==> config.mk <==
export PLATFORM = sky130hd
export DESIGN_NAME = game_top
export DESIGN_NICKNAME = d
export VERILOG_FILES = /design/src/game_pkg.sv /design/src/game_top.sv /design/src/ball_controller.sv /design/src/hit_detector.sv /design/src/paddle_tracker.sv
export VERILOG_INCLUDE_DIRS = /design/src
export SDC_FILE = /design/constraint.sdc
export NUM_CORES = 1
export LEC_CHECK = 0
export ABC_CLOCK_PERIOD_IN_PS = 94400
export BUFFER_PORTS_ARGS = -buffer_cell sky130_fd_sc_hd__clkbuf_2
export CAP_MARGIN = 30
export CORE_ASPECT_RATIO = 1.1
export CORE_MARGIN = 2
export CORE_UTILIZATION = 60
export DETAILED_ROUTE_END_ITERATION = 8
export PLACE_DENSITY_LB_ADDON = 0.12
export SYNTH_ARGS = -nofsm -noshare
export SYNTH_HDL_FRONTEND = slang
export SYNTH_HIERARCHICAL = 1
export SYNTH_SLANG_ARGS = --single-unit
==> constraint.sdc <==
create_clock -name clk_25MHZ -period 94.4 [get_ports clk_25MHZ]
set_clock_uncertainty 0.05 [all_clocks]
set_input_delay 0 -clock clk_25MHZ [delete_from_list [all_inputs] [get_ports clk_25MHZ]]
set_output_delay 0 -clock clk_25MHZ [all_outputs]
set_load 0.05 [all_outputs]
==> src/game_consts.svh <==
`ifndef GAME_CONSTS_SVH
`define GAME_CONSTS_SVH

////////////////////////////////////////
// screen and ball
////////////////////////////////////////
`define SCREEN_W     640
`define BALL_SIZE    20
`define BALL_STEP    4      // x pixels per step.

////////////////////////////////////////
// start condition
////////////////////////////////////////
`define START_X      100
`define START_Y      80
`define START_VEL    (-3)   // moving up at start.

// lowest y the ball may reach.
`define Y_MAX_LOW    239    // upscale low.
`define Y_MAX_HIGH   479    // upscale high.

////////////////////////////////////////
// paddle
////////////////////////////////////////
`define PADDLE_X     600    // left edge of paddle column.
`define PADDLE_HALF  30     // half height.

`endif
==> src/game_pkg.sv <==
`default_nettype none

package game_pkg;

    // screen coordinate, x or y.
    typedef logic [9:0] coord_t;

    // pixels per step, positive is down.
    typedef logic signed [9:0] vel_t;

    typedef enum logic [1:0] {
        idle          = 2'd0,
        running_right = 2'd1,
        running_left  = 2'd2
    } ball_state_t;

endpackage

`default_nettype wire

==> src/game_top.sv <==
`timescale 1ns/1ps
`default_nettype none

module game_top #(
    parameter int base_period = 270000
) (
    input  wire logic             clk_25MHZ,
    input  wire logic             reset,
    input  wire logic             game_start,
    input  wire logic             upscale,
    input  wire game_pkg::coord_t paddle_y,
    input  wire logic             paddle_valid,
    output game_pkg::coord_t      ball_x,
    output game_pkg::coord_t      ball_y,
    output logic                  is_ball_moving_left
);

    import game_pkg::*;

    coord_t paddle_pos;
    coord_t estimated_speed;
    logic   collision_detected;

    paddle_tracker u_tracker (
        .clk_25MHZ       (clk_25MHZ),
        .reset           (reset),
        .paddle_y        (paddle_y),
        .paddle_valid    (paddle_valid),
        .paddle_pos      (paddle_pos),
        .estimated_speed (estimated_speed)
    );

    hit_detector u_hit (
        .clk_25MHZ          (clk_25MHZ),
        .reset              (reset),
        .ball_x             (ball_x),
        .ball_y             (ball_y),
        .paddle_pos         (paddle_pos),
        .collision_detected (collision_detected)
    );

    ball_controller #(
        .base_period (base_period)
    ) u_ball (
        .clk_25MHZ           (clk_25MHZ),
        .reset               (reset),
        .upscale             (upscale),
        .game_start          (game_start),
        .collision_detected  (collision_detected),
        .estimated_speed     (estimated_speed),
        .ball_x              (ball_x),
        .ball_y              (ball_y),
        .is_ball_moving_left (is_ball_moving_left)
    );

endmodule

`default_nettype wire

==> src/ball_controller.sv <==
`timescale 1ns/1ps
`default_nettype none

`include "game_consts.svh"

module ball_controller #(
    parameter int base_period = 270000
) (
    input  wire logic             clk_25MHZ,
    input  wire logic             reset,
    input  wire logic             upscale,
    input  wire logic             game_start,
    input  wire logic             collision_detected,
    input  wire game_pkg::coord_t estimated_speed,
    output game_pkg::coord_t      ball_x,
    output game_pkg::coord_t      ball_y,
    output logic                  is_ball_moving_left
);

    import game_pkg::*;

    localparam int period_w = $clog2(base_period + 1);

    ball_state_t         state;
    ball_state_t         state_next;
    coord_t              ball_x_next;
    coord_t              ball_y_next;
    vel_t                vel;
    vel_t                vel_next;
    logic [period_w-1:0] step_count;
    logic [period_w-1:0] step_count_next;
    logic [period_w-1:0] period;
    logic [period_w-1:0] period_next;
    logic [1:0]          grav_count;
    logic [1:0]          grav_count_next;

    coord_t              y_max;
    coord_t              safe_speed;
    logic [31:0]         quotient;
    logic [period_w-1:0] hit_period;
    logic signed [11:0]  y_sum;
    coord_t              y_step;
    vel_t                vel_step;
    logic                step;
    logic                move;

    assign y_max = upscale ? coord_t'(`Y_MAX_HIGH) : coord_t'(`Y_MAX_LOW);
    assign is_ball_moving_left = (state == running_left);

    assign step = (step_count >= period);

    // period after a paddle hit.
    assign safe_speed = (estimated_speed < 10'd2) ? 10'd1 : estimated_speed;
    assign quotient   = 32'(base_period) / 32'(safe_speed);
    assign hit_period = (quotient == 32'd0) ? period_w'(1) : period_w'(quotient);

    ////////////////////////////////////////
    // vertical move for one step
    ////////////////////////////////////////
    assign y_sum = $signed({2'b00, ball_y}) + 12'(vel);

    always_comb begin
        vel_step = (grav_count == 2'd3) ? vel + vel_t'(1) : vel; // gravity.
        if (y_sum >= $signed({2'b00, y_max})) begin
            y_step   = y_max;
            vel_step = -vel_step;
        end else if (y_sum <= 12'sd0) begin
            y_step   = '0;
            vel_step = -vel_step;
        end else begin
            y_step = coord_t'(y_sum);
        end
    end

    ////////////////////////////////////////
    // state machine
    ////////////////////////////////////////
    always_comb begin
        state_next      = state;
        ball_x_next     = ball_x;
        ball_y_next     = (ball_y > y_max) ? y_max : ball_y; // range shrank.
        vel_next        = vel;
        step_count_next = step_count;
        grav_count_next = grav_count;
        period_next     = period;
        move            = 1'b0;

        case (state)
            idle: begin
                step_count_next = '0;
                if (game_start) begin
                    state_next = running_left;
                end
            end

            running_right: begin
                if ((ball_x >= coord_t'(`SCREEN_W - `BALL_SIZE)) || collision_detected) begin
                    state_next      = running_left;
                    step_count_next = '0;
                end else if (step) begin
                    ball_x_next = ball_x + coord_t'(`BALL_STEP);
                    move        = 1'b1;
                end else begin
                    step_count_next = step_count + period_w'(1);
                end
            end

            running_left: begin
                if (collision_detected) begin
                    period_next = hit_period; // faster after a hit.
                end
                if (ball_x == '0) begin
                    state_next      = running_right;
                    step_count_next = '0;
                    period_next     = period_w'(base_period);
                end else if (step) begin
                    ball_x_next = (ball_x > coord_t'(`BALL_STEP)) ?
                                  ball_x - coord_t'(`BALL_STEP) : '0;
                    move        = 1'b1;
                end else begin
                    step_count_next = step_count + period_w'(1);
                end
            end

            default: begin
                state_next = idle;
            end
        endcase

        if (move) begin
            step_count_next = '0;
            grav_count_next = grav_count + 2'd1;
            ball_y_next     = y_step;
            vel_next        = vel_step;
        end
    end

    always_ff @(posedge clk_25MHZ or posedge reset) begin
        if (reset) begin
            state      <= idle;
            ball_x     <= coord_t'(`START_X);
            ball_y     <= coord_t'(`START_Y);
            vel        <= vel_t'(`START_VEL);
            step_count <= '0;
            grav_count <= '0;
            period     <= period_w'(base_period);
        end else begin
            state      <= state_next;
            ball_x     <= ball_x_next;
            ball_y     <= ball_y_next;
            vel        <= vel_next;
            step_count <= step_count_next;
            grav_count <= grav_count_next;
            period     <= period_next;
        end
    end

    ////////////////////////////////////////
    // checks
    ////////////////////////////////////////
    y_in_range: assert property (@(posedge clk_25MHZ) disable iff (reset)
        ball_y <= ($past(upscale) ? coord_t'(`Y_MAX_HIGH) : coord_t'(`Y_MAX_LOW)));

    state_legal: assert property (@(posedge clk_25MHZ) disable iff (reset)
        state inside {idle, running_right, running_left});

    period_nonzero: assert property (@(posedge clk_25MHZ) disable iff (reset)
        period != '0);

endmodule

`default_nettype wire

==> src/hit_detector.sv <==
`timescale 1ns/1ps
`default_nettype none

`include "game_consts.svh"

module hit_detector (
    input  wire logic             clk_25MHZ,
    input  wire logic             reset,
    input  wire game_pkg::coord_t ball_x,
    input  wire game_pkg::coord_t ball_y,
    input  wire game_pkg::coord_t paddle_pos,
    output logic                  collision_detected
);

    logic [10:0] ball_right;
    logic [10:0] ball_bottom;
    logic        reach_x;
    logic        reach_top;
    logic        reach_bottom;
    logic        overlap;

    assign ball_right  = {1'b0, ball_x} + 11'(`BALL_SIZE);
    assign ball_bottom = {1'b0, ball_y} + 11'(`BALL_SIZE);

    assign reach_x = (ball_right >= 11'(`PADDLE_X));

    // paddle span is paddle_pos +/- PADDLE_HALF, offset kept on the ball side.
    assign reach_top    = (ball_bottom + 11'(`PADDLE_HALF) >= {1'b0, paddle_pos});
    assign reach_bottom = ({1'b0, ball_y} <= {1'b0, paddle_pos} + 11'(`PADDLE_HALF));

    assign overlap = reach_x && reach_top && reach_bottom;

    always_ff @(posedge clk_25MHZ or posedge reset) begin
        if (reset) begin
            collision_detected <= 1'b0;
        end else begin
            collision_detected <= overlap; // one cycle late.
        end
    end

endmodule

`default_nettype wire

==> src/paddle_tracker.sv <==
`timescale 1ns/1ps
`default_nettype none

module paddle_tracker (
    input  wire logic             clk_25MHZ,
    input  wire logic             reset,
    input  wire game_pkg::coord_t paddle_y,
    input  wire logic             paddle_valid,
    output game_pkg::coord_t      paddle_pos,
    output game_pkg::coord_t      estimated_speed
);

    import game_pkg::*;

    logic   have_sample;
    coord_t delta;

    // distance moved since the last sample.
    assign delta = (paddle_y >= paddle_pos) ? paddle_y - paddle_pos : paddle_pos - paddle_y;

    always_ff @(posedge clk_25MHZ or posedge reset) begin
        if (reset) begin
            paddle_pos      <= '0;
            estimated_speed <= '0;
            have_sample     <= 1'b0;
        end else if (paddle_valid) begin
            paddle_pos      <= paddle_y;
            estimated_speed <= have_sample ? delta : '0; // no history yet.
            have_sample     <= 1'b1;
        end
    end

    ////////////////////////////////////////
    // checks
    ////////////////////////////////////////
    outputs_hold: assert property (@(posedge clk_25MHZ) disable iff (reset)
        !$past(paddle_valid) |-> ($stable(paddle_pos) && $stable(estimated_speed)));

endmodule

`default_nettype wire

==> impl_metrics.json <==
{
  "clk_latency_ps": 370,
  "vias": 32000,
  "grt_pass1_wl_mm": 144,
  "post-dp-hpwl_mm": 67.2,
  "yosysMostFrequentCell": "nor2_1",
  "use_met2_pct": 55.8,
  "min_path_type": "in -> async",
  "post-synth-top-area-cell": "ha_1",
  "postSynthAreaPerCell_sq_um": 7.18,
  "use_met3_pct": 3.34,
  "register_area_sq_um": 2330,
  "ys.flop_type": "dfrtp_1",
  "drt-total-wl_mm": 88.1,
  "min_period_over_period_pct": 91.1,
  "end_kind": "flop",
  "grt-busiest-layer": "met2",
  "final_nets": 4541,
  "grt_pass1_vias": 29300,
  "ios": 36,
  "cts_tree": "yes",
  "dp.cells": 4823,
  "ys_ff_latch": 92,
  "synth_cell_types": 145,
  "overflow": 0,
  "critPathSlowestCell": "or4_1",
  "path_class": "reg -> reg",
  "grt_setup_unrepaired": "no",
  "viasPerCell": 6.60,
  "htree_levels": 3,
  "r2r_end": "u_ball/period[0]",
  "syn_to_final_growth_pct": 3.92,
  "antenna_left": 0,
  "finalCriticalPeriod_ps": 85980,
  "grt_use_total_pct": 32.4,
  "cts-buffers-inserted": 9,
  "die_area_sq_um": 52300,
  "async_reset_ff_share_pct": 100,
  "start_util_pct": 60.6,
  "yosys-top-cells-count": "nor2_1, ha_1, a21oi_1",
  "synth.top_cell.area_share_pct": 13.8,
  "worst_pin_slew_ps": 965,
  "grt_max_degree": 71,
  "use_met1_pct": 42.7,
  "crit_arrival_ps": 86160,
  "antenna_found_initial": 0,
  "cts_setup_buffers": 0,
  "die_h_um": 240,
  "gp_congestion": 0.974,
  "cpMostUsedCell": "o21ai_0",
  "reg2regPathDepth": 386,
  "io_buffer_count": 33,
  "cts_buffer_depth": 2,
  "slew_headroom_pct": 34.0,
  "multi_input_area_sq_um": 26700,
  "crit_fanout": 36,
  "setup_tns_ps": 0,
  "fp.dieW_um": 218,
  "drc_errors": 0,
  "setup_viol": 0,
  "cpPeakStageDelay_ps": 670,
  "status": "finished, final reports clean",
  "synthesis.instances": 4221,
  "crit_path_start_kind": "flop",
  "yosysWarnings": 6,
  "rrSetupSlack_ps": 8420,
  "synthesis.area_sq_um": 30300,
  "num-fill-cells": 4667,
  "fmax_ghz": 0.0116,
  "cp.required_ps": 94580,
  "drt-wirelength-per-cell_um": 18.1,
  "first_iter_violations": 2624,
  "dr.pass1.iters": 8,
  "std_cell_rows": 86,
  "maxCapViolCount": 0,
  "cts_num_sinks": 92,
  "hold_viol": 0,
  "slew_violations": 0,
  "layout-drive-gt1-share_pct": 9.39,
  "coreArea_sq_um": 50000,
  "insertedDiodeCount": 0,
  "path_clk_slew_ps": 80,
  "synth_edf_count": 0,
  "cts-root-buf": "clkbuf_16",
  "r2r_start": "u_tracker/estimated_speed[9]",
  "layout.cells.non_filler": 4855,
  "ys_seq_area_share_pct": 7.69,
  "synthTopCellsByArea": "ha_1, dfrtp_1, a21oi_1"
}
cells in the final DEF (no fill, tap or decap), types with 56 or more instances in the layout:
master    Yosys  final
inv_1       180    179
o21ai_0     267    267
nor2b_1      56     56
mux2_2       62     62
nand3_1     142    140
nor3_1      125    125
nand4_1      64     64
xor2_1       96     96
dfrtp_1      70     70
a21o_1      127    127
nor2_1      433    432
xnor2_1     179    179
ha_1        333    333
nand2b_1    104    104
a31oi_1      64     63
nand2_1     319    319
and3_1       58     58
o21a_1       77     77
a21oi_1     328    327
critical path: cells and delay by family (launching register included):
family,cells,cell delay (ps)
fa+ha+maj,29,9290
xor+xnor,1,210
mux,6,2090
buf+inv,7,1340
simple gates,145,31220
compound gates,198,40920
flops,1,480
state kept, by name (all words and copies together), names as in the netlist:
register and flops:
u_ball/step_count 19, u_ball/state 2, u_hit/collision_detected 1, u_ball/period 19, u_ball/grav_count 2, u_tracker/have_sample 1
u_ball/vel 10, u_tracker/paddle_pos 10, u_tracker/estimated_speed 10, u_ball/ball_y 10, u_ball/ball_x 8
kinds of logic (layout without fill, tap and decap cells):
group	Yosys count	in the layout	share of synthesized area, %
flip-flops	92	92	7.69
multiplexers	115	115	4.08
other	1	4	0.0124
XOR/XNOR	278	278	8.11
adder cells (fa/ha/maj)	337	337	14.0
AO/OA/AOI/OAI	1430	1430	32.6
AND/OR/NAND/NOR	1657	1657	29.1
buffers and inverters	311	282	4.41
worst max-delay path by stage:
stage                                       from                to  slack, ps  depth (start not counted)
floorplan           u_tracker/estimated_speed[1]  u_ball/period[0]      17310                        411
global placement    u_tracker/estimated_speed[9]  u_ball/period[0]      10280                        385
detailed placement  u_tracker/estimated_speed[9]  u_ball/period[0]       8030                        388
CTS                 u_tracker/estimated_speed[9]  u_ball/period[0]       7630                        388
global route        u_tracker/estimated_speed[9]  u_ball/period[0]        220                        385
finish              u_tracker/estimated_speed[9]  u_ball/period[0]       8420                        386
through the flow:
stage	util, %	area (sq um)	setup slack [ps]	hold WS [ps]
global route	62.9	31500	217	134
floorplan	-	30300	17310	-321
finish	62.9	31500	8420	119
global placement	61.9	31000	10280	-200
CTS	62.8	31400	7630	136
detailed placement	61.9	31000	8030	-191
per-layer routing:
| layer | wire length (um) | share of wire (%) | up-vias |
|---|---|---|---|
| li1 | - | - | 15900 |
| met1 | 39600 | 45 | 14900 |
| met2 | 41300 | 47 | 1043 |
| met3 | 4890 | 5.5 | 177 |
| met4 | 2310 | 2.6 | 0 |
| met5 | 0 | 0 | - |
area by class of cell:
class                   count  share of cell area, %
multi-input cells        3821                   84.9
flip-flops and latches     92                   7.40
well taps                 660                   2.62
inverters                 181                   2.16
repair buffers             85                   1.94
clock buffers              11                  0.771
clock inverters             5                  0.191
repair_timing:
| action | CTS | global route |
|---|---|---|
| endpoints found under the hold margin | 83 | 0 |
| resized for setup | 0 | 10 |
| hold buffers | 14 | 0 |
| setup endpoints to repair | 0 | 1 |
Power is left out: the tool's default activity adds up to more than one toggle a clock period on the data nets, which glitch-free logic cannot reach.
